File: config.mk
export PLATFORM = sky130hd
export DESIGN_NAME = branch_predictor
export DESIGN_NICKNAME = d
export VERILOG_FILES = /design/src/logic/fetch_pkg.sv /design/src/logic/branch_predictor.sv
export SDC_FILE = /design/constraint.sdc
export NUM_CORES = 1
export LEC_CHECK = 0
export ABC_AREA = 1
export BUFFER_PORTS_ARGS = -buffer_cell sky130_fd_sc_hd__buf_2
export CAP_MARGIN = 20
export CORE_UTILIZATION = 40
export DETAILED_ROUTE_END_ITERATION = 6
export PLACE_DENSITY_LB_ADDON = 0.2
export SETUP_SLACK_MARGIN = 0.15
export SLEW_MARGIN = 5
export SYNTH_ARGS = -nofsm -noshare
export SYNTH_HDL_FRONTEND = slang
export SYNTH_SLANG_ARGS = --single-unit
File: constraint.sdc
create_clock -name clk -period 6.35 [get_ports clk]
set_input_delay 1.5875 -clock clk [delete_from_list [all_inputs] [get_ports clk]]
set_output_delay 1.5875 -clock clk [all_outputs]
set_load 0.05 [all_outputs]
File: src/logic/fetch_pkg.sv
package fetch_pkg;

	//////////////////////////////
	// group geometry
	//////////////////////////////

	// instructions per fetch group
	localparam int GROUP_SLOTS = 4;
	localparam int INST_W = 16;

	// pc counts instructions, not bytes
	typedef logic [15:0] pc_t;
	typedef logic [INST_W-1:0] inst_t;
	// slot 0 sits in the low bits
	typedef inst_t [GROUP_SLOTS-1:0] group_t;

	//////////////////////////////
	// opcodes
	//////////////////////////////

	typedef logic [3:0] opcode_t;
	// conditional branch, low 8 bits signed offset from own pc
	localparam opcode_t OP_BRANCH = 4'hB;
	// immediate jump, low 12 bits replace pc[11:0]
	localparam opcode_t OP_JUMP = 4'hE;

	function automatic opcode_t op_of(inst_t inst);
		return inst[INST_W-1 -: 4];
	endfunction

	//////////////////////////////
	// prediction counters
	//////////////////////////////

	// 2 and 3 predict taken
	typedef logic [1:0] ctr_t;
	localparam ctr_t CTR_INIT = 2'd1;
	localparam ctr_t CTR_MAX = 2'd3;
	localparam ctr_t CTR_MIN = 2'd0;

endpackage

File: src/logic/branch_predictor.sv
`timescale 1ns/1ps

module branch_predictor #(
	parameter int PRED_ENTRIES = 64
) (
	input logic clk,
	input logic rst,
	input fetch_pkg::pc_t [fetch_pkg::GROUP_SLOTS-1:0] lookup_pc,
	output logic [fetch_pkg::GROUP_SLOTS-1:0] lookup_taken,
	input logic upd_en,
	input fetch_pkg::pc_t upd_pc,
	input logic upd_taken
);
	import fetch_pkg::*;

	localparam int IDX_W = $clog2(PRED_ENTRIES);

	// pattern table, indexed by low pc bits
	ctr_t table_q [PRED_ENTRIES];

	logic [IDX_W-1:0] upd_idx;
	ctr_t upd_ctr;

	//////////////////////////////
	// lookup
	//////////////////////////////

	// msb of the counter is the prediction
	always_comb begin
		for (int i = 0; i < GROUP_SLOTS; i++) begin
			lookup_taken[i] = table_q[lookup_pc[i][IDX_W-1:0]][1];
		end
	end

	//////////////////////////////
	// commit update
	//////////////////////////////

	assign upd_idx = upd_pc[IDX_W-1:0];
	assign upd_ctr = table_q[upd_idx];

	always_ff @(posedge clk) begin
		if (rst) begin
			// weakly not taken
			for (int i = 0; i < PRED_ENTRIES; i++) begin
				table_q[i] <= CTR_INIT;
			end
		end else if (upd_en) begin
			// saturate at both ends
			if (upd_taken && upd_ctr != CTR_MAX) begin
				table_q[upd_idx] <= upd_ctr + 2'd1;
			end else if (!upd_taken && upd_ctr != CTR_MIN) begin
				table_q[upd_idx] <= upd_ctr - 2'd1;
			end
		end
	end

endmodule

==> reports/metrics.csv <==
metric,value,unit
grt_setup_unrepaired,false,
portBuffers,37,
layout_commonest_cell,nand2_1,
grt_pass1_vias,8449,
grt_pass1_wl,50.28,mm
startpoint_type,input port,
num_rows,55,
cts_sinks,128,
area_growth,9.505,%
regMostFlops,table_q,
ys_seq_area_share,41.30,%
post-route-period-util,83.42,%
placed_area,9549,sq um
finalInstanceArea,10190,sq um
cts_resized,0,
cp_num_buf_inv,4,
slowest_stage,buf_2,
power_density,245.7,nW/um^2
dp_slack,1.132,ns
drv_slew,0,
final_antenna_net_count,0,
clk_pin_slew,0.06,ns
antenna_cells,0,
netlist_instances,1378,
syn-cell-area,9306,sq um
synth.avg_cell_area,6.754,sq um
dp_hpwl,21.53,mm
htree_levels,4,
die_w,154.5,um
drtIter0Drc,1051,
cts_buffers,17,
slowest_delay,0.50,ns
finalClockSkew,0.01581,ns
layout_common_cells,"nand2_1 (442), nor2_1 (270), o21ai_0 (189)",
path_delay_family,buffers and inverters,
ctsRootBufferMaster,clkbuf_16,
arrival,3.71,ns
hold_path_class,reg -> reg,
core-area,22710,sq um
n_fill_cell,2318,
status,finished clean,
ir_drop,0.0001589,V
worstSetupPathType,in -> out,
syn-num-nets,1462,
dp.cells,1624,
synth_cell_type_count,31,
tightest_slew,0.8556,ns
drt_first_pass_iters,6,
antenna_found_initial,0,
drive_above_1_share,7.367,%
finalNonFillerCells,1656,
gp_congestion,0.9573,
clock_path_buffers,2,
final_nets,1442,
wl,32.35,mm
largest_register_ffs,128,
gr-usage-all-layers,28.02,%
overflow,0,
min_period,5.297,ns
setup_slack,1.053,ns
cts_setup_buffers,0,
die_h,154.5,um
cts-hold-fix-buffers,0,
pin_count,88,
p_leak,4.041,nW
cp_max_fo,38,
setup_viol,0,
relSlewSlack,42.90,%
hold_violations,0,
synth-seq-cells,128,
routedWlPerCell,19.53,um
initial_core_util,40.98,%
vias,9532,
cp-end-kind,output pin,
fmax,188.8,MHz
cp.required,4.76,ns
tns,0,ns
viasPerCell,5.756,
clock_latency,0.43,ns
drc,0,
cts_tree,yes,
yosysWarningCount,0,
grt_max_degree,65,
reg.largest.list,table_q (128),
crit_chain,buf_2 > clkinv_1 > buf_4 > o21ai_0 > a21oi_1 > o31ai_1 > nand2_1 > o211ai_1 > nand3b_1 > nand2_1 > buf_2,
die_area,23880,sq um
cap_violations,0,
-- final timing paths --
| path | startpoint | to | slack [ns] | cells after the start |
|---|---|---|---|---|
| max | lookup_pc[0] | lookup_taken[0] | 1.05 | 11 |
| min | table_q[32][0] | table_q[0][1] | 1.60 | 13 |
| max reg2reg | table_q[51][1] | table_q[6][1] | 3.35 | 16 |
| min reg2reg | table_q[32][0] | table_q[0][1] | 1.60 | 13 |
-- tightest hold or removal path, cell delays in order (launching register included) --
cell,delay [ns]
edfxtp_1,0.32
nand2_1,0.05
nand2_1,0.05
nand2_1,0.04
nand2_1,0.05
nand2_1,0.05
nand2_1,0.07
nand2_1,0.05
nand2_1,0.05
nor2_1,0.06
nand2_2,0.09
nand3b_1,0.09
nand3_2,0.40
nor2_1,0.09
-- report_power, final --
part	internal [mW]	leakage (nW)	switching [mW]
logic	0.116	2.61	0.329
clock network	0.697	0.316	0.387
registers	0.946	1.12	0.0277
-- metrics by stage --
step / power (mW) / util, % / hold WS [ns]
floorplan: 1.280 / - / 1.074
global placement: 1.425 / 42.05 / 1.577
detailed placement: 1.429 / 42.05 / 1.595
CTS: 2.504 / 44.88 / 1.600
global route: 2.587 / 44.88 / 1.709
finish: 2.504 / 44.88 / 1.600
-- cell type report --
type,count,area [sq um],share of cell area (%)
clock buffers,18,429.2,4.211
clock inverters,14,212.7,2.087
inverters,51,191.4,1.878
multi-input cells,1106,4795,47.05
flip-flops and latches,128,3844,37.72
well taps,285,356.6,3.499
repair buffers,54,362.8,3.560
-- synth_stat cells (all sizes together) --
master | n | area [sq um]
clkinv | 1 | 3.750
nor2 | 271 | 1020
nor3 | 8 | 40.04
o211ai | 11 | 82.58
nand3 | 76 | 385.4
nand2 | 453 | 1725
o31ai | 1 | 7.510
o221ai | 6 | 52.55
o21ai | 196 | 980.9
clkbuf | 45 | 170.2
edfxtp | 128 | 3844
inv | 50 | 187.7
nand3b | 6 | 45.04
or2 | 6 | 37.54
o22ai | 35 | 219.0
buf | 48 | 314.0
nand4 | 1 | 6.260
o21bai | 2 | 15.01
a21oi | 34 | 170.2
-- per-layer routing --
| metal | GRT usage (%) | wire length (um) |
|---|---|---|
| met5 | 0 | 0 |
| met1 | 39.70 | 14130 |
| met3 | 4.063 | 3019 |
| met4 | 11.27 | 963 |
| met2 | 42.92 | 14240 |
-- cells by family after synthesis --
group / share of synthesized area (%)
AO/OA/AOI/OAI: 16.42
flip-flops: 41.30
buffers and inverters: 7.260
AND/OR/NAND/NOR: 35.02
No activity file was read; power rests on OpenSTA's default activity.
