### config.mk
export PLATFORM = sky130hd
export DESIGN_NAME = fetch_engine_flat
export DESIGN_NICKNAME = d
export VERILOG_FILES = /design/src/logic/fetch_pkg.sv /design/src/logic/imem_apb_if.sv /design/src/logic/fetch_engine.sv /design/src/flat_wrapper.sv
export SDC_FILE = /design/constraint.sdc
export NUM_CORES = 1
export LEC_CHECK = 0
export ABC_AREA = 1
export BUFFER_PORTS_ARGS = -buffer_cell sky130_fd_sc_hd__buf_4
export CAP_MARGIN = 20
export CELL_PAD_IN_SITES_DETAIL_PLACEMENT = 0
export CELL_PAD_IN_SITES_GLOBAL_PLACEMENT = 1
export CORE_ASPECT_RATIO = 1.75
export CORE_UTILIZATION = 39
export DETAILED_ROUTE_END_ITERATION = 7
export PLACE_DENSITY = 0.95
export SLEW_MARGIN = 30
export SYNTH_ARGS = -nofsm -noshare
export SYNTH_HDL_FRONTEND = slang
export SYNTH_SLANG_ARGS = --single-unit
### constraint.sdc
create_clock -name clk -period 7.5 [get_ports clk]
set_input_delay 0.375 -clock clk [delete_from_list [all_inputs] [get_ports clk]]
set_output_delay 0.375 -clock clk [all_outputs]
set_load 0.05 [all_outputs]
### src/logic/fetch_pkg.sv
package fetch_pkg;

	//////////////////////////////
	// group geometry
	//////////////////////////////

	// instructions per fetch group
	localparam int GROUP_SLOTS = 4;
	localparam int INST_W = 16;

	// pc counts instructions, not bytes
	typedef logic [15:0] pc_t;
	typedef logic [INST_W-1:0] inst_t;
	// slot 0 sits in the low bits
	typedef inst_t [GROUP_SLOTS-1:0] group_t;

	//////////////////////////////
	// opcodes
	//////////////////////////////

	typedef logic [3:0] opcode_t;
	// conditional branch, low 8 bits signed offset from own pc
	localparam opcode_t OP_BRANCH = 4'hB;
	// immediate jump, low 12 bits replace pc[11:0]
	localparam opcode_t OP_JUMP = 4'hE;

	function automatic opcode_t op_of(inst_t inst);
		return inst[INST_W-1 -: 4];
	endfunction

	//////////////////////////////
	// prediction counters
	//////////////////////////////

	// 2 and 3 predict taken
	typedef logic [1:0] ctr_t;
	localparam ctr_t CTR_INIT = 2'd1;
	localparam ctr_t CTR_MAX = 2'd3;
	localparam ctr_t CTR_MIN = 2'd0;

endpackage

### src/logic/imem_apb_if.sv
`timescale 1ns/1ps

interface imem_apb_if #(
	parameter int IMEM_ADDR_W = 10
) ();
	import fetch_pkg::*;

	// requester side
	logic psel;
	logic penable;
	logic pwrite;
	logic [IMEM_ADDR_W-1:0] paddr;
	group_t pwdata;

	// completer side
	group_t prdata;
	logic pready;

	modport requester (
		output psel, penable, pwrite, paddr, pwdata,
		input prdata, pready
	);

	modport completer (
		input psel, penable, pwrite, paddr, pwdata,
		output prdata, pready
	);

endinterface

### src/logic/fetch_engine.sv
`timescale 1ns/1ps

module fetch_engine #(
	parameter int IMEM_ADDR_W = 10
) (
	input logic clk,
	input logic rst,
	imem_apb_if.requester bus,
	input fetch_pkg::pc_t exter_pc,
	input logic exter_pc_en,
	input logic has_mispredict,
	input fetch_pkg::pc_t pc_recovery,
	input logic stall_fetch,
	output fetch_pkg::pc_t [fetch_pkg::GROUP_SLOTS-1:0] lookup_pc,
	input logic [fetch_pkg::GROUP_SLOTS-1:0] lookup_taken,
	output logic group_valid,
	output fetch_pkg::pc_t pc_to_dec,
	output fetch_pkg::group_t inst_to_dec,
	output logic [fetch_pkg::GROUP_SLOTS-1:0] slot_valid,
	output logic [fetch_pkg::GROUP_SLOTS-1:0] pred_result_to_dec
);
	import fetch_pkg::*;

	logic running;
	pc_t pc;
	// read outstanding, doubles as psel
	logic rd_busy;
	logic rd_access;
	// result of the current read is stale
	logic discard;
	logic [IMEM_ADDR_W-1:0] paddr_q;

	logic redirect;
	logic start;
	logic accept;
	pc_t base;
	pc_t next_pc;
	logic [GROUP_SLOTS-1:0] slot_valid_c;
	logic [GROUP_SLOTS-1:0] pred_c;
	logic alive;
	pc_t slot_pc;
	inst_t slot_inst;

	assign redirect = exter_pc_en | has_mispredict;
	// wait while a group is held, launch when it leaves
	assign start = running & !rd_busy & !redirect & (!group_valid | !stall_fetch);
	assign accept = rd_busy & bus.pready & !discard & !redirect;
	assign base = {pc[15:2], 2'b00};

	// read only requester
	assign bus.psel = rd_busy;
	assign bus.penable = rd_access;
	assign bus.pwrite = 1'b0;
	assign bus.paddr = paddr_q;
	assign bus.pwdata = '0;

	//////////////////////////////
	// predecode
	//////////////////////////////

	always_comb begin
		for (int i = 0; i < GROUP_SLOTS; i++) begin
			lookup_pc[i] = base | pc_t'(i);
		end
	end

	// first jump or taken branch at or above pc[1:0] ends the group
	always_comb begin
		alive = 1'b1;
		next_pc = {pc[15:2] + 14'd1, 2'b00};
		slot_valid_c = '0;
		pred_c = '0;
		slot_pc = base;
		slot_inst = '0;
		for (int i = 0; i < GROUP_SLOTS; i++) begin
			slot_pc = base | pc_t'(i);
			slot_inst = bus.prdata[i];
			if (alive && 2'(i) >= pc[1:0]) begin
				slot_valid_c[i] = 1'b1;
				if (op_of(slot_inst) == OP_BRANCH && lookup_taken[i]) begin
					pred_c[i] = 1'b1;
					next_pc = slot_pc + {{8{slot_inst[7]}}, slot_inst[7:0]};
					alive = 1'b0;
				end else if (op_of(slot_inst) == OP_JUMP) begin
					next_pc = {slot_pc[15:12], slot_inst[11:0]};
					alive = 1'b0;
				end
			end
		end
	end

	//////////////////////////////
	// pc, bus and decode regs
	//////////////////////////////

	always_ff @(posedge clk) begin
		if (rst) begin
			running <= 1'b0;
			pc <= '0;
			rd_busy <= 1'b0;
			rd_access <= 1'b0;
			discard <= 1'b0;
			group_valid <= 1'b0;
		end else begin
			// decode took it
			if (group_valid && !stall_fetch) begin
				group_valid <= 1'b0;
			end
			if (rd_busy) begin
				rd_access <= 1'b1;
				if (bus.pready) begin
					rd_busy <= 1'b0;
					rd_access <= 1'b0;
					discard <= 1'b0;
				end
			end else if (start) begin
				rd_busy <= 1'b1;
				paddr_q <= pc[IMEM_ADDR_W+1:2];
			end
			if (redirect) begin
				// external load wins over recovery
				pc <= exter_pc_en ? exter_pc : pc_recovery;
				group_valid <= 1'b0;
				if (exter_pc_en) begin
					running <= 1'b1;
				end
				// in-flight read finishes but is dropped
				if (rd_busy && !bus.pready) begin
					discard <= 1'b1;
				end
			end else if (accept) begin
				group_valid <= 1'b1;
				pc <= next_pc;
			end
		end
	end

	// payload, no reset
	always_ff @(posedge clk) begin
		if (accept) begin
			pc_to_dec <= base;
			inst_to_dec <= bus.prdata;
			slot_valid <= slot_valid_c;
			pred_result_to_dec <= pred_c;
		end
	end

endmodule

### src/flat_wrapper.sv
// flat-port wrapper written by rule: the top's interface ports become plain ports
module fetch_engine_flat import fetch_pkg::*;
#(
	parameter int IMEM_ADDR_W = 10
)
  (clk, rst, exter_pc, exter_pc_en, has_mispredict, pc_recovery, stall_fetch, lookup_pc, lookup_taken, group_valid, pc_to_dec, inst_to_dec, slot_valid, pred_result_to_dec, bus_psel, bus_penable, bus_pwrite, bus_paddr, bus_pwdata, bus_prdata, bus_pready);
  imem_apb_if #(.IMEM_ADDR_W(IMEM_ADDR_W)) bus_i ();
  input logic clk;
  input logic rst;
  input fetch_pkg::pc_t exter_pc;
  input logic exter_pc_en;
  input logic has_mispredict;
  input fetch_pkg::pc_t pc_recovery;
  input logic stall_fetch;
  output fetch_pkg::pc_t [fetch_pkg::GROUP_SLOTS-1:0] lookup_pc;
  input logic [fetch_pkg::GROUP_SLOTS-1:0] lookup_taken;
  output logic group_valid;
  output fetch_pkg::pc_t pc_to_dec;
  output fetch_pkg::group_t inst_to_dec;
  output logic [fetch_pkg::GROUP_SLOTS-1:0] slot_valid;
  output logic [fetch_pkg::GROUP_SLOTS-1:0] pred_result_to_dec;
  output wire logic [$bits(bus_i.psel)-1:0] bus_psel;
  output wire logic [$bits(bus_i.penable)-1:0] bus_penable;
  output wire logic [$bits(bus_i.pwrite)-1:0] bus_pwrite;
  output wire logic [$bits(bus_i.paddr)-1:0] bus_paddr;
  output wire logic [$bits(bus_i.pwdata)-1:0] bus_pwdata;
  input wire logic [$bits(bus_i.prdata)-1:0] bus_prdata;
  input wire logic [$bits(bus_i.pready)-1:0] bus_pready;
  assign bus_psel = bus_i.psel;
  assign bus_penable = bus_i.penable;
  assign bus_pwrite = bus_i.pwrite;
  assign bus_paddr = bus_i.paddr;
  assign bus_pwdata = bus_i.pwdata;
  assign bus_i.prdata = bus_prdata;
  assign bus_i.pready = bus_pready;
  fetch_engine #(.IMEM_ADDR_W(IMEM_ADDR_W)) u_core (.clk(clk), .rst(rst), .bus(bus_i), .exter_pc(exter_pc), .exter_pc_en(exter_pc_en), .has_mispredict(has_mispredict), .pc_recovery(pc_recovery), .stall_fetch(stall_fetch), .lookup_pc(lookup_pc), .lookup_taken(lookup_taken), .group_valid(group_valid), .pc_to_dec(pc_to_dec), .inst_to_dec(inst_to_dec), .slot_valid(slot_valid), .pred_result_to_dec(pred_result_to_dec));
endmodule
==> metrics.md <==
| Metric | Value |
|---|---|
| Reg2Reg Capture Point | u_core.pc[10] |
| Number of setup buffers added after CTS | 0 |
| Sequential area share after synthesis | 0.356 |
| CTS clk-pin slew, worst paths | 0.07 ns |
| Min-delay worst type | input pin to flop |
| Static Leak | ~5.3 nW |
| Slew @ Worst Pin | 0.991 ns |
| Core Util, Final | 0.491 |
| HPWL after DPL | 24.0 mm |
| CTS Hold Bufs | 0 |
| Setup crit start kind | flop |
| Routed len/inst | 18.1 microns |
| Post-Synth Adder-Cell Area | 0.0786 |
| Area of the mapped netlist | 0.00927 sq mm |
| Rows | 74 |
| Max Clk Rate | 0.306 GHz |
| Pwr/cell area | 198 mW/mm^2 |
| Die H | 206 microns |
| Asr flop ratio synth | 0 |
| Ys Warns | 0 |
| Area of the core | ~0.023 sq mm |
| Setup Viol. Count Final | 0 |
| Routed Antenna Nets | 0 |
| Post-synthesis average cell area | 7.89 sq um |
| Share of the synthesized area in the top cell type | 0.311 |
| Grt ovf | 0 |
| Mapped Cells | between 1,000 and 1,500 |
| Critical path arrival | between 3 and 4 ns |
| Largest family of logic cells by synthesized area | simple AND/OR/NAND/NOR gates |
| Layout cells sized above 1 | 0.235 |
| Critical Path RT | 7.88 ns |
| Unique masters post-synth | 56 |
| Initial DRC count | around 610 |
| Tot GR Track Use | 0.247 |
| Pins Over Slew Limit | 0 |
| Die Wd | 119 microns |
| Initial antenna violation count | 0 |
| CTS resizes | 0 |
| Root Buffer | clkbuf_16 |
| Sum Neg Setup Slack | 0 ns |
| Kind of end point of the critical path | flop |
| Setup repair after global routing missed its margin | no |
| H-tree levels | 4 |
| Post-Synth Simple-Gate Area | 0.206 |
| Clock Latency Late Sink | 0.44 ns |
| Most frequent cell after synthesis | nand2_1 |
| Critical path fanouts, max | 17 |
| Crit Reg-Reg Startpoint | u_core.pc[2] |
| Area leader, netlist | edfxtp_1 |
| Ports | 336 |
| Flop2flop setup slack | 4.24 ns |
| XOR/XNOR Fraction of Synth Area | 0.0293 |
| Final WL | 30.7 mm |
| Vias in the first global route | 8,316 |
| Post-synth EDFFs | 96 |
| Max-Slew Margin vs Limit | 0.337 |
| Cts bufs inserted | 17 |
| Post-route DRC | 0 |
| Mux share of post-synthesis cell area | 0 |
| Compound-gate portion of the synthesized area | 0.168 |
| Largest cells by area after synthesis | edfxtp_1, buf_4, nand2_1, ha_1, a21oi_1 |
| Worst Hold End | u_core.inst_to_dec[11] |
| Filler Cells Inserted | roughly 2,300 |
| Hold depth | 1 |
| First-pass GRT wire length | 45.1 mm |
| Largest net degree at the start of global routing | 67 |
| TritonCTS Sinks | 117 |
| Kind of critical path | flop to flop |
| Vias/cell | slightly above 5 |
| Via count | 8,799 |
| I/O Buffers | 260 |
| Outcome | completed |
| Max Cap Violations | 0 |
| #FFs+latches synth | 117 |
| Final hold violations | 0 |
| Final critical-path required period | 3.26 ns |
| P&R area growth vs syn | 23.6% |
| Commonest cells post-synth | nand2_1, buf_4, a21oi_1 |
| N_diodes | 0 |
| Ys flop type | edfxtp_1 |
| Final Cycle Share | 0.435 |
| Worst vdd ir | 0.0000988 V |
| R2R depth | 16 |
| Nets | 1,548 |
| Drt pass-1 iters | 5 |
| Worst hold start | bus_prdata[11] |
| Routability cong. | between 0.9 and 1 |
| Initial Utilization | 0.397 |
| Max Root-Sink Buffers | 2 |
| Clock Skew | 0.0137 ns |
| TritonCTS clock tree | done |
| Die area | 0.0244 sq mm |
final cells by class:
class                   count  area, sq um  area share
multi-input cells         874         4750       0.415
flip-flops and latches    117         3300       0.288
repair buffers            267         2000       0.175
clock buffers              19          453      0.0395
inverters                 108          418      0.0365
well taps                 304          380      0.0332
clock inverters            13          144      0.0126
where the power goes:
group / internal, mW / leakage, nW / switching, mW
logic: 0.204 / 4.00 / 0.485
registers: 0.715 / 1.03 / 0.0325
clock network: 0.509 / 0.285 / 0.323
total: 1.43 / 5.31 / 0.840
layout by cell type, fill, tap and decap left out, types with 17 or more instances in the layout:
cell and instances:
a21oi_1 102, buf_4 267, clkbuf_16 17, conb_1 75, dfxtp_1 21, edfxtp_1 96, ha_1 55, inv_1 98
nand2_1 257, nand3_1 56, nor2_1 87, o21ai_0 86, xor2_1 18
stage by stage:
| step | instance area (sq um) | setup WS (ns) | power, mW | instances | hold slack, ns |
|---|---|---|---|---|---|
| 4_1_cts | 11500 | 4.32 | 2.28 | 1702 | 0.110 |
| 2_1_floorplan | 9540 | 2.28 | 1.29 | 1248 | 0.437 |
| 6_report | 11500 | 4.24 | 2.27 | 1702 | 0.120 |
| 3_5_place_dp | 10900 | 4.08 | 1.44 | 1670 | 0.464 |
| 3_3_place_gp | 10900 | 4.14 | 1.44 | 1670 | 0.453 |
| 5_1_grt | 11500 | 3.99 | 2.36 | 1702 | 0.111 |
kinds of logic (layout without fill, tap and decap cells):
kind of cell | after synthesis | count (layout)
simple gates | 444 | 444
other cells | 2 | 75
flops | 117 | 117
compound gates | 267 | 267
xor+xnor | 31 | 31
buf+inv | 257 | 407
fa+ha+maj | 57 | 57
sequential cells by signal, indices dropped and copies added, names as in the netlist, 4 cells and up, named ones only:
register,flops
u_core.inst_to_dec,64
u_core.pred_result_to_dec,4
u_core.pc,16
u_core.bus.paddr,10
u_core.slot_valid,4
u_core.pc_to_dec,14
worst max path at each step:
stage,start,endpoint,slack (ns),cells past startpoint
after floorplan,u_core.bus.psel,u_core.inst_to_dec[0],2.28,4
after global placement,exter_pc_en,u_core.inst_to_dec[23],4.14,5
after detailed placement,exter_pc_en,u_core.inst_to_dec[23],4.08,5
after CTS,u_core.pc[2],u_core.pc[10],4.32,16
after global routing,u_core.pc[5],u_core.pc[10],3.99,15
final,u_core.pc[2],u_core.pc[10],4.24,16
routing by layer:
metal	wire (microns)	up-vias	share of wire	global-route usage
met5	0	-	0	0
met4	2090	0	0.068	0.186
met3	1590	117	0.052	0.0406
met2	16400	410	0.53	0.459
met1	10700	4027	0.35	0.245
li1	-	4245	-	-
worst max-delay path, stage by stage (launching register included):
cell and delay, ns:
dfxtp_1 0.85, ha_1 0.37, nand3_1 0.08, nand2_1 0.11, a21boi_0 0.38, o21ai_0 0.21
nand2_1 0.09, nand2_1 0.06, nand2_1 0.06, nand2_1 0.04, o21ai_0 0.40, nand2_1 0.10
nand2_1 0.08, nand2_1 0.05, nand2_1 0.11, nand2_1 0.07, a21oi_1 0.14
Note: power is estimated with default switching activity, not from simulation.
