<file path="src/logic/fetch_pkg.sv">
package fetch_pkg;

	//////////////////////////////
	// group geometry
	//////////////////////////////

	// instructions per fetch group
	localparam int GROUP_SLOTS = 4;
	localparam int INST_W = 16;

	// pc counts instructions, not bytes
	typedef logic [15:0] pc_t;
	typedef logic [INST_W-1:0] inst_t;
	// slot 0 sits in the low bits
	typedef inst_t [GROUP_SLOTS-1:0] group_t;

	//////////////////////////////
	// opcodes
	//////////////////////////////

	typedef logic [3:0] opcode_t;
	// conditional branch, low 8 bits signed offset from own pc
	localparam opcode_t OP_BRANCH = 4'hB;
	// immediate jump, low 12 bits replace pc[11:0]
	localparam opcode_t OP_JUMP = 4'hE;

	function automatic opcode_t op_of(inst_t inst);
		return inst[INST_W-1 -: 4];
	endfunction

	//////////////////////////////
	// prediction counters
	//////////////////////////////

	// 2 and 3 predict taken
	typedef logic [1:0] ctr_t;
	localparam ctr_t CTR_INIT = 2'd1;
	localparam ctr_t CTR_MAX = 2'd3;
	localparam ctr_t CTR_MIN = 2'd0;

endpackage

</file>
<file path="src/logic/imem_apb_if.sv">
`timescale 1ns/1ps

interface imem_apb_if #(
	parameter int IMEM_ADDR_W = 10
) ();
	import fetch_pkg::*;

	// requester side
	logic psel;
	logic penable;
	logic pwrite;
	logic [IMEM_ADDR_W-1:0] paddr;
	group_t pwdata;

	// completer side
	group_t prdata;
	logic pready;

	modport requester (
		output psel, penable, pwrite, paddr, pwdata,
		input prdata, pready
	);

	modport completer (
		input psel, penable, pwrite, paddr, pwdata,
		output prdata, pready
	);

endinterface

</file>
<file path="src/logic/imem_arbiter.sv">
`timescale 1ns/1ps

module imem_arbiter #(
	parameter int IMEM_ADDR_W = 10
) (
	input logic clk,
	input logic rst,
	imem_apb_if.completer host,
	imem_apb_if.completer fetch,
	imem_apb_if.requester mem
);
	import fetch_pkg::*;

	// bus held across setup and access
	logic owned;
	// 1 = fetch owns, 0 = host owns
	logic owner;
	// who finished the last transfer
	logic last_fetch;

	logic gnt_valid;
	logic gnt_fetch;
	logic [IMEM_ADDR_W-1:0] paddr_sel;
	group_t pwdata_sel;
	logic pwrite_sel;
	logic penable_sel;

	//////////////////////////////
	// grant
	//////////////////////////////

	always_comb begin
		gnt_valid = 1'b1;
		gnt_fetch = owner;
		if (!owned) begin
			if (host.psel && fetch.psel) begin
				// round robin, whoever waited
				gnt_fetch = !last_fetch;
			end else if (fetch.psel) begin
				gnt_fetch = 1'b1;
			end else if (host.psel) begin
				gnt_fetch = 1'b0;
			end else begin
				gnt_valid = 1'b0;
			end
		end
	end

	always_ff @(posedge clk) begin
		if (rst) begin
			owned <= 1'b0;
			owner <= 1'b0;
			// host goes first on a tie after reset
			last_fetch <= 1'b1;
		end else if (gnt_valid) begin
			if (mem.pready) begin
				owned <= 1'b0;
				last_fetch <= gnt_fetch;
			end else begin
				owned <= 1'b1;
				owner <= gnt_fetch;
			end
		end
	end

	//////////////////////////////
	// steering
	//////////////////////////////

	always_comb begin
		paddr_sel = gnt_fetch ? fetch.paddr : host.paddr;
		pwdata_sel = gnt_fetch ? fetch.pwdata : host.pwdata;
		pwrite_sel = gnt_fetch ? fetch.pwrite : host.pwrite;
		penable_sel = gnt_fetch ? fetch.penable : host.penable;
	end

	assign mem.psel = gnt_valid;
	// a late winner already has penable up, so the first owned cycle is the setup
	assign mem.penable = owned & penable_sel;
	assign mem.pwrite = gnt_valid & pwrite_sel;
	assign mem.paddr = gnt_valid ? paddr_sel : '0;
	assign mem.pwdata = gnt_valid ? pwdata_sel : '0;

	// loser sees nothing
	assign fetch.pready = gnt_valid & gnt_fetch & mem.pready;
	assign fetch.prdata = (gnt_valid && gnt_fetch) ? mem.prdata : '0;
	assign host.pready = gnt_valid & !gnt_fetch & mem.pready;
	assign host.prdata = (gnt_valid && !gnt_fetch) ? mem.prdata : '0;

endmodule

</file>
<file path="src/flat_wrapper.sv">
// flat-port wrapper written by rule: the top's interface ports become plain ports
module imem_arbiter_flat import fetch_pkg::*;
#(
	parameter int IMEM_ADDR_W = 10
)
  (clk, rst, host_psel, host_penable, host_pwrite, host_paddr, host_pwdata, host_prdata, host_pready, fetch_psel, fetch_penable, fetch_pwrite, fetch_paddr, fetch_pwdata, fetch_prdata, fetch_pready, mem_psel, mem_penable, mem_pwrite, mem_paddr, mem_pwdata, mem_prdata, mem_pready);
  imem_apb_if #(.IMEM_ADDR_W(IMEM_ADDR_W)) host_i ();
  imem_apb_if #(.IMEM_ADDR_W(IMEM_ADDR_W)) fetch_i ();
  imem_apb_if #(.IMEM_ADDR_W(IMEM_ADDR_W)) mem_i ();
  input logic clk;
  input logic rst;
  input wire logic [$bits(host_i.psel)-1:0] host_psel;
  input wire logic [$bits(host_i.penable)-1:0] host_penable;
  input wire logic [$bits(host_i.pwrite)-1:0] host_pwrite;
  input wire logic [$bits(host_i.paddr)-1:0] host_paddr;
  input wire logic [$bits(host_i.pwdata)-1:0] host_pwdata;
  output wire logic [$bits(host_i.prdata)-1:0] host_prdata;
  output wire logic [$bits(host_i.pready)-1:0] host_pready;
  input wire logic [$bits(fetch_i.psel)-1:0] fetch_psel;
  input wire logic [$bits(fetch_i.penable)-1:0] fetch_penable;
  input wire logic [$bits(fetch_i.pwrite)-1:0] fetch_pwrite;
  input wire logic [$bits(fetch_i.paddr)-1:0] fetch_paddr;
  input wire logic [$bits(fetch_i.pwdata)-1:0] fetch_pwdata;
  output wire logic [$bits(fetch_i.prdata)-1:0] fetch_prdata;
  output wire logic [$bits(fetch_i.pready)-1:0] fetch_pready;
  output wire logic [$bits(mem_i.psel)-1:0] mem_psel;
  output wire logic [$bits(mem_i.penable)-1:0] mem_penable;
  output wire logic [$bits(mem_i.pwrite)-1:0] mem_pwrite;
  output wire logic [$bits(mem_i.paddr)-1:0] mem_paddr;
  output wire logic [$bits(mem_i.pwdata)-1:0] mem_pwdata;
  input wire logic [$bits(mem_i.prdata)-1:0] mem_prdata;
  input wire logic [$bits(mem_i.pready)-1:0] mem_pready;
  assign host_i.psel = host_psel;
  assign host_i.penable = host_penable;
  assign host_i.pwrite = host_pwrite;
  assign host_i.paddr = host_paddr;
  assign host_i.pwdata = host_pwdata;
  assign host_prdata = host_i.prdata;
  assign host_pready = host_i.pready;
  assign fetch_i.psel = fetch_psel;
  assign fetch_i.penable = fetch_penable;
  assign fetch_i.pwrite = fetch_pwrite;
  assign fetch_i.paddr = fetch_paddr;
  assign fetch_i.pwdata = fetch_pwdata;
  assign fetch_prdata = fetch_i.prdata;
  assign fetch_pready = fetch_i.pready;
  assign mem_psel = mem_i.psel;
  assign mem_penable = mem_i.penable;
  assign mem_pwrite = mem_i.pwrite;
  assign mem_paddr = mem_i.paddr;
  assign mem_pwdata = mem_i.pwdata;
  assign mem_i.prdata = mem_prdata;
  assign mem_i.pready = mem_pready;
  imem_arbiter #(.IMEM_ADDR_W(IMEM_ADDR_W)) u_core (.clk(clk), .rst(rst), .host(host_i), .fetch(fetch_i), .mem(mem_i));
endmodule
</file>
<file path="config.mk">
export PLATFORM = sky130hd
export DESIGN_NAME = imem_arbiter_flat
export DESIGN_NICKNAME = d
export VERILOG_FILES = /design/src/logic/fetch_pkg.sv /design/src/logic/imem_apb_if.sv /design/src/logic/imem_arbiter.sv /design/src/flat_wrapper.sv
export SDC_FILE = /design/constraint.sdc
export NUM_CORES = 1
export LEC_CHECK = 0
export ABC_CLOCK_PERIOD_IN_PS = 2100
export BUFFER_PORTS_ARGS = -buffer_cell sky130_fd_sc_hd__buf_2
export CAP_MARGIN = 20
export CELL_PAD_IN_SITES_DETAIL_PLACEMENT = 0
export CELL_PAD_IN_SITES_GLOBAL_PLACEMENT = 2
export CORE_AREA = 2 2 169 171
export CTS_BUF_LIST = sky130_fd_sc_hd__clkbuf_8
export CTS_CLUSTER_SIZE = 10
export DETAILED_ROUTE_END_ITERATION = 16
export DIE_AREA = 0 0 171 173
export PLACE_DENSITY = 0.78
export SYNTH_ARGS = -nofsm -noshare
export SYNTH_HDL_FRONTEND = slang
export SYNTH_SLANG_ARGS = --single-unit
export TNS_END_PERCENT = 50
</file>
<file path="constraint.sdc">
create_clock -name clk -period 2.1 [get_ports clk]
set_input_delay 0.525 -clock clk [delete_from_list [all_inputs] [get_ports clk]]
set_output_delay 0.525 -clock clk [all_outputs]
set_load 0.01 [all_outputs]
</file>
==> impl_metrics.json, run 1 <==
{
  "drtPass1Iterations": 4,
  "max_freq_mhz": 458,
  "crit_required_ns": 1.57,
  "r2r-start": "u_core.owned",
  "slowest_stage": "bufbuf_16",
  "hold_viol": 0,
  "hold_end": "u_core.owner",
  "core_sq_um": 27600,
  "vias_per_cell": 3.57,
  "gp_congestion": 0.807,
  "worst_slew_pin_slew_ns": 0.449,
  "ios": 428,
  "grt_remaining_overflow": 0,
  "period_minus_slack_ns": 2.18,
  "maxCapViolCount": 0,
  "dpl.hpwl_mm": 11.4,
  "fill_cells": 3147,
  "ys_seq_area_frac": 0.0314,
  "start_util": 0.0692,
  "criticalPathCategory": "input pin to primary output",
  "cts_tree": "yes",
  "drv_slew": 0,
  "violations": "setup timing",
  "ctsHoldBuffers": 0,
  "row_count": 61,
  "track_usage": 0.0949,
  "nNetsFinal": 918,
  "syn-num-nets": 481,
  "port_buffers": 427,
  "syn_inst": 260,
  "grt_max_degree": 61,
  "dp_slack_ns": -0.199,
  "p_per_area_nw_per_um2": 359,
  "die_x_microns": 171,
  "maxSlewHeadroom": 0.700,
  "hold_path_class": "input pin to flop",
  "grt_pass1_wl_mm": 21.5,
  "via_count": 3840,
  "synth_seq_cells": 3,
  "worstSetupEndpointType": "primary output",
  "drive_above_1_share": 0.717,
  "crit_path_cell_trace": "buf_8, nor2b_4, a22o_4, bufbuf_16, a22o_1, buf_2",
  "critical_path_buf_inv_count": 3,
  "area_growth_pct": 178,
  "irDropWorstVdd_v": 0.000228,
  "whs_ns": 0.504,
  "drt_wl_total_mm": 16.9,
  "synth_top_area_share": 0.419,
  "multi_input_area_sq_um": 1720,
  "numCtsBuffers": 3,
  "clk_latency_ns": 0.21,
  "drc": 0,
  "synth_top_cell_by_area": "and2_1",
  "fin_crit_sh": 1.04,
  "p_leak_nw": 3.03,
  "wl_per_cell_microns": 15.7,
  "dpl.cell_count": 1047,
  "slowest_delay_ns": 0.29,
  "syn_avg_cell_area_sq_um": 7.35,
  "min_from": "rst",
  "syn-cell-area_sq_um": 1910,
  "grt_pass1_vias": 3783,
  "dr.first_iter.drc_count": 168,
  "clk_pin_slew_worst_paths_ns": 0.03,
  "rsz0062_at_grt": "true",
  "finalClockSkew_ns": 0.00182,
  "outcome": "complete, but fails checks",
  "synth_cell_type_count": 22,
  "placed_area_sq_um": 4440,
  "h-tree-depth": 1,
  "crit_family": "buffers and inverters",
  "final_antenna_net_count": 0,
  "r2r-end": "u_core.owner",
  "dieArea_sq_um": 29600,
  "rrSetupSlack_ns": 0.72,
  "arrival_ns": 1.66,
  "cts_buffer_depth": 2,
  "antenna_found_initial": 3,
  "yosysWarningCount": 0,
  "cts_sinks": 3,
  "finalPower_mw": 1.91,
  "cp_max_fo": 6,
  "cts.root.buffer_cell": "clkbuf_8",
  "worst_slack_ns": -0.0845,
  "finalSetupViolCount": 125,
  "fp.dieH_microns": 173,
  "critPathLaunchType": "input pin",
  "yosys-top-cells-area": "and2_1 (42%), a22o_1 (34%), buf_6 (5.3%)",
  "r2r_cells": 4,
  "hold_depth": 2,
  "regArea_sq_um": 66.3,
  "final_area_sq_um": 5310,
  "fin_cells": 1075
}
layout make-up:
| class | count | area share |
|---|---|---|
| sequential | 3 | 0.0125 |
| timing repair buffer | 462 | 0.563 |
| multi-input combinational | 225 | 0.325 |
| antenna | 1 | 0.000471 |
| tap | 378 | 0.0890 |
| inverter | 2 | 0.00141 |
| clock buffer | 3 | 0.00777 |
| clock inverter | 1 | 0.000707 |
state kept, by name, summed over array words and instances (netlist names):
signal	cells
u_core.last_fetch	1
u_core.owned	1
u_core.owner	1
metal layers:
metal,up-vias,global-route usage,wire length [microns]
met1,1736,0.107,6550
met4,4,0.0282,490
met2,268,0.180,8500
li1,1803,-,-
met5,-,0,27
met3,29,0.0151,1330
worst register-to-register path: stages, from the launching register on:
cell	delay [ns]
dfxtp_4	0.36
buf_6	0.14
nor3_1	0.33
nor2_1	0.09
a2111oi_2	0.35
stage by stage:
step           utilization  TNS (ns)
3_5_place_dp         0.161    -10.79
3_3_place_gp         0.161     -8.93
5_1_grt              0.192    -12.29
2_1_floorplan            -         0
6_report             0.192     -3.30
4_1_cts              0.178     -8.12
power breakdown:
part / internal (mW) / switching, mW
sequential: 0.0623 / 0.0107
combinational: 0.897 / 0.775
clock: 0.124 / 0.0376
total: 1.08 / 0.824
cells by family after synthesis:
family / count (synthesis) / share of synthesized area
AOI/OAI and AO/OA: 82 / 0.376
muxes: 1 / 0.00524
DFF: 3 / 0.0314
and+or+nand+nor: 141 / 0.457
buffers and inverters: 33 / 0.130
worst max path at each step:
stage                           from              to  slack [ns]  cells after the start
after floorplan           fetch_psel    mem_paddr[3]        0.19                      5
after global placement    fetch_psel  mem_pwdata[25]       -0.18                      6
after detailed placement  fetch_psel  mem_pwdata[25]       -0.20                      6
after CTS                 fetch_psel   mem_pwdata[3]        -0.1                      6
after global routing      fetch_psel  mem_pwdata[47]       -0.12                      7
final                     fetch_psel   mem_pwdata[3]       -0.08                      6
cells in the mapped netlist (all sizes together):
library cell	number
nor3	2
o21ai	1
a21oi	1
clkbuf	2
a2111oi	1
buf	29
nand2	3
mux2i	1
nor4	1
a22o	76
inv	2
nand2b	1
o22ai	2
o31ai	1
and2	128
dfxtp	3
nor2b	4
nor2	2
repair_timing:
item                                    4_1_cts  5_1_grt
hold endpoints to repair                      0        0
gates resized for setup                      36       62
gates cloned                                 10        7
pin swaps                                    19       26
setup buffers                                 6        4
endpoints found under the setup margin      202      200
placed cells by master, fill, tap and decap left out, types with 5 or more instances in the layout:
cell type,count
buf_8,5
a22o_1,74
buf_6,32
buf_2,396
buf_16,7
buf_4,9
clkbuf_16,6
buf_12,5
and2_4,21
and2_1,107
Note: power is estimated with default switching activity, not from simulation.
==> run 2, diff against run 1 <==
--- a/config.mk
+++ b/config.mk
@@ -16,6 +16,7 @@
 export DETAILED_ROUTE_END_ITERATION = 16
 export DIE_AREA = 0 0 171 173
 export PLACE_DENSITY = 0.78
+export SETUP_SLACK_MARGIN = 0.15
 export SYNTH_ARGS = -nofsm -noshare
 export SYNTH_HDL_FRONTEND = slang
 export SYNTH_SLANG_ARGS = --single-unit
==> run 2 against run 1 <==
  * The flow still finishes with violations (setup timing)
  * Clock power is essentially flat
  * Worst hold slack gained 0.0070 ns
  * Final cell count fell by 0.19%
  * Count of clock-buffer cells in the layout unchanged
  * Largest power group unchanged
  * Maximum frequency is 0.82% lower
  * Total power increased by 0.90%
  * Sequential share of layout area is essentially flat
  * Non-clock buffer count is 1 lower
  * Via count is 0.23% lower
  * Routed wire length decreased by 3.6%
  * Design area decreased by 0.12%
  * Critical endpoint is now mem_pwdata[25]
  * Global-route usage grew 0.19 points
==> impl_metrics.json, run 2 (synthesis gave the netlist of run 1 again) <==
{
  "fin_cells": 1073,
  "criticalPathCategory": "input pin to primary output",
  "rsz0062_at_grt": "true",
  "worstSetupEndpointType": "primary output",
  "area_growth_pct": 177,
  "drt_wl_total_mm": 16.3,
  "die_x_microns": 171,
  "dieArea_sq_um": 29600,
  "ctsHoldBuffers": 0,
  "grt_pass1_vias": 3851,
  "drive_above_1_share": 0.719,
  "numCtsBuffers": 3,
  "drtPass1Iterations": 4,
  "p_per_area_nw_per_um2": 363,
  "port_buffers": 427,
  "max_freq_mhz": 454,
  "nNetsFinal": 916,
  "cts_tree": "yes",
  "cp_max_fo": 8,
  "worst_slack_ns": -0.103,
  "p_leak_nw": 3.02,
  "fill_cells": 3134,
  "start_util": 0.0692,
  "largest_registers": "u_core.last_fetch (1), u_core.owned (1), u_core.owner (1)",
  "wl_per_cell_microns": 15.2,
  "layout_common_cells": "buf_2 (391), and2_1 (103), a22o_1 (74), buf_6 (35), and2_4 (25)",
  "row_count": 61,
  "track_usage": 0.0968,
  "fin_crit_sh": 1.05,
  "h-tree-depth": 1,
  "maxCapViolCount": 0,
  "grt_remaining_overflow": 0,
  "gp_congestion": 0.807,
  "period_minus_slack_ns": 2.20,
  "arrival_ns": 1.68,
  "regArea_sq_um": 63.8,
  "cts.root.buffer_cell": "clkbuf_8",
  "dpl.cell_count": 1047,
  "worst_slew_pin_slew_ns": 0.442,
  "antenna_found_initial": 3,
  "vias_per_cell": 3.57,
  "fp.dieH_microns": 173,
  "grt_max_degree": 61,
  "maxSlewHeadroom": 0.705,
  "crit_required_ns": 1.57,
  "drc": 0,
  "final_antenna_net_count": 0,
  "core_sq_um": 27600,
  "hold_path_class": "input pin to flop",
  "grt_pass1_wl_mm": 21.8,
  "clk_pin_slew_worst_paths_ns": 0.03,
  "dr.first_iter.drc_count": 138,
  "cts_sinks": 3,
  "violations": "setup timing",
  "finalClockSkew_ns": 0.00143,
  "cts_buffer_depth": 2,
  "whs_ns": 0.511,
  "ios": 428,
  "multi_input_area_sq_um": 1710,
  "irDropWorstVdd_v": 0.000228,
  "critPathLaunchType": "input pin",
  "via_count": 3831,
  "finalSetupViolCount": 165,
  "outcome": "complete, but fails checks",
  "clk_latency_ns": 0.21,
  "layout_commonest_cell": "buf_2",
  "dpl.hpwl_mm": 11.4,
  "dp_slack_ns": -0.199,
  "drv_slew": 0,
  "hold_viol": 0,
  "finalSetupTns_ns": -6.35
}
## run 2: worst max-delay path: stages
cell     delay [ns]
buf_8          0.07
nor2b_4        0.16
o22ai_4        0.09
buf_12         0.15
buf_12         0.14
buf_12         0.14
a22o_4         0.27
buf_6          0.12
## run 2: through the flow
| step | util | power (mW) | area, sq um |
|---|---|---|---|
| finish | 0.192 | 1.92 | 5310 |
| global route | 0.192 | 2.07 | 5310 |
| CTS | 0.186 | 1.88 | 5140 |
| detailed placement | 0.161 | 1.35 | 4440 |
| global placement | 0.161 | 1.36 | 4440 |
| floorplan | - | 0.742 | 1910 |
## run 2: path summary, 6_finish.rpt
path | from | end | slack [ns] | cells past startpoint
min | rst | u_core.owner | 0.51 | 2
max | fetch_psel | mem_pwdata[25] | -0.10 | 8
min reg2reg | u_core.last_fetch | u_core.last_fetch | 0.58 | 2
max reg2reg | u_core.owned | u_core.owner | 0.82 | 4
## run 2: timing repair
action                                  in CTS  in global routing
buffers inserted                             7                  1
gates cloned                                11                  2
endpoints found under the setup margin     206                206
pin swaps                                   94                 25
resized for setup                           73                 25
## run 2: routing by layer
layer  part of all wire  track usage  wire length, microns  vias up
met1               0.38        0.105                  6250     1727
li1                   -            -                     -     1801
met5             0.0017            0                    27        -
met4              0.032       0.0325                   527        4
met2               0.50        0.187                  8180      269
met3              0.080       0.0153                  1310       30
## run 2: final cells by class
class	instances	area share
clock inverters	1	0.000708
inverters	2	0.00142
well taps	378	0.0892
flip-flops and latches	3	0.0120
diodes	1	0.000472
multi-input cells	224	0.322
clock buffers	3	0.00778
repair buffers	461	0.566
## run 2: where the power goes
| group | leakage, nW | total (mW) | switching [mW] | internal (mW) |
|---|---|---|---|---|
| registers | 0.0255 | 0.0691 | 0.00763 | 0.0615 |
| logic | 2.97 | 1.69 | 0.774 | 0.920 |
| clock network | 0.0269 | 0.162 | 0.0372 | 0.124 |
| total | 3.02 | 1.92 | 0.819 | 1.11 |
==> run 3, diff against run 2 <==
--- a/config.mk
+++ b/config.mk
@@ -17,6 +17,7 @@
 export DIE_AREA = 0 0 171 173
 export PLACE_DENSITY = 0.78
 export SETUP_SLACK_MARGIN = 0.15
+export SKIP_LAST_GASP = 1
 export SYNTH_ARGS = -nofsm -noshare
 export SYNTH_HDL_FRONTEND = slang
 export SYNTH_SLANG_ARGS = --single-unit
==> run 3 against run 2 <==
  * The flow still finishes with violations (setup timing)
  * Combinational power about the same
  * Sequential share of layout area about the same
  * Register-to-register slack worse by 0.08 ns
  * Global-route usage about the same
  * Sequential power about the same
  * Core utilization down 0.19 points
  * Maximum frequency about the same
  * Design area down 1.0%
  * Die area unchanged
  * Critical path type unchanged
  * Largest cell class unchanged
  * Highest routed layer unchanged
==> impl_metrics.json, run 3 (synthesis gave the netlist of run 1 again) <==
{
  "outcome": "complete, but fails checks",
  "violations": "setup timing",
  "hold_path_class": "input pin to flop",
  "drive_above_1_share": 0.709,
  "p_seq_frac": 0.036,
  "hold_depth": 2,
  "p_sw_frac": 0.427,
  "global_route.usage.met3": 0.0153,
  "port_buffers": 427,
  "crit_family": "buffers and inverters",
  "netSwitchingPower_mw": 0.812,
  "met1_usage": 0.105,
  "path_depth": 8,
  "vias_per_cell": 3.55,
  "die_x_microns": 171,
  "pwr-share-clk": 0.085,
  "grt_pass1_vias": 3825,
  "grt_pass1_wl_mm": 21.7,
  "critical_path_buf_inv_count": 5,
  "irDropWorstVdd_v": 0.000228,
  "multi_input_area_sq_um": 1690,
  "ios": 428,
  "regArea_sq_um": 63.8,
  "arrival_ns": 1.68,
  "gp_congestion": 0.807,
  "layout_common_cells": "buf_2 (396), and2_1 (108), a22o_1 (74), buf_6 (30), and2_4 (20)",
  "largest_registers": "u_core.last_fetch (1), u_core.owned (1), u_core.owner (1)",
  "period_minus_slack_ns": 2.20,
  "drtPass1Iterations": 4,
  "cts_buffer_depth": 2,
  "fin_crit_sh": 1.05,
  "drv_slew": 0,
  "worst_path_most_repeated_cell": "buf_12",
  "maxCapViolCount": 0,
  "finalSetupViolCount": 170,
  "worst_slew_pin_slew_ns": 0.453,
  "final_area_sq_um": 5250,
  "grtUsageMet2": 0.185,
  "final_antenna_net_count": 0,
  "dpl.hpwl_mm": 11.4,
  "slowest_stage": "a22o_4",
  "slowest_delay_ns": 0.27,
  "worstSetupEndpointType": "primary output",
  "final_util": 0.190,
  "dr.first_iter.drc_count": 152,
  "r2r_cells": 4,
  "h-tree-depth": 1,
  "track_usage": 0.0963,
  "maxSlewHeadroom": 0.696,
  "drc": 0,
  "critPathLaunchType": "input pin",
  "cp_max_fo": 8,
  "cts_sinks": 3,
  "numCtsBuffers": 3,
  "grt.busiest_layer": "met2",
  "finalPower_mw": 1.90,
  "clk_latency_ns": 0.21,
  "finalSetupTns_ns": -6.57,
  "criticalPathCategory": "input pin to primary output",
  "grt_remaining_overflow": 0,
  "via_count": 3806,
  "whs_ns": 0.512,
  "fill_cells": 3136,
  "ctsHoldBuffers": 0,
  "dieArea_sq_um": 29600,
  "crit_path_cell_trace": "buf_8, nor2b_4, o22ai_4, buf_12, buf_12, buf_12, a22o_4, buf_6",
  "internal-power_mw": 1.09,
  "antenna_found_initial": 3,
  "rsz0062_at_grt": "true",
  "cts_tree": "yes",
  "clk_pin_slew_worst_paths_ns": 0.03,
  "worst_slack_ns": -0.101,
  "placed_area_sq_um": 4440,
  "finalClockSkew_ns": 0.00141,
  "start_util": 0.0692,
  "cts.root.buffer_cell": "clkbuf_8",
  "fp.dieH_microns": 173,
  "max_freq_mhz": 454,
  "core_sq_um": 27600,
  "layout_commonest_cell": "buf_2",
  "p_leak_nw": 3.00,
  "hold_viol": 0,
  "nNetsFinal": 916,
  "area_growth_pct": 175,
  "crit_required_ns": 1.57,
  "wl_per_cell_microns": 15.1,
  "drt_wl_total_mm": 16.2,
  "p_per_area_nw_per_um2": 362,
  "pwr-share-comb": 0.879,
  "row_count": 61,
  "grt_max_degree": 61
}
## run 3: final timing paths
path / start / end / slack, ns
worst max-delay path: fetch_psel / mem_pwdata[25] / -0.10
worst min-delay path: rst / u_core.owner / 0.51
worst max register to register: u_core.owned / u_core.owner / 0.74
worst min register to register: u_core.last_fetch / u_core.last_fetch / 0.56
## run 3: cell type report
| cell class | instances | area share |
|---|---|---|
| multi-input cells | 224 | 0.321 |
| well taps | 378 | 0.0901 |
| flip-flops and latches | 3 | 0.0122 |
| diodes | 1 | 0.000477 |
| repair buffers | 461 | 0.566 |
| clock buffers | 3 | 0.00786 |
| inverters | 2 | 0.00143 |
| clock inverters | 1 | 0.000715 |
## run 3: metrics by stage
stage,std cells,setup slack [ns]
global placement,1047,-0.180
detailed placement,1047,-0.199
global route,1073,-0.140
floorplan,260,0.187
CTS,1069,-0.102
finish,1073,-0.101
## run 3: repair_timing
| item | in CTS | in global routing |
|---|---|---|
| endpoints found under the setup margin | 206 | 206 |
| gates cloned | 11 | 2 |
| gates resized for setup | 66 | 20 |
| buffers inserted | 7 | 1 |
| pin swaps | 69 | 21 |
| endpoints found under the hold margin | 0 | 0 |
## run 3: power groups by stage
stage	combinational (mW)	sequential (mW)	clock (mW)
2_1_floorplan	0.676	0.0655	0
3_3_place_gp	1.29	0.0695	0
3_5_place_dp	1.29	0.0695	0
4_1_cts	1.63	0.0687	0.169
5_1_grt	1.80	0.0695	0.180
6_report	1.67	0.0688	0.162
## run 3: worst register-to-register path, delay by kind of cell (launching register included)
kind | cells | cell delay, ns
AOI/OAI and AO/OA | 1 | 0.35
buffers and inverters | 1 | 0.14
DFF | 1 | 0.35
and+or+nand+nor | 2 | 0.42
## run 3: routing by layer
metal	share of wire	vias to the layer above
li1	-	1798
met1	0.39	1707
met4	0.033	4
met3	0.080	30
met5	0.0017	-
met2	0.50	267
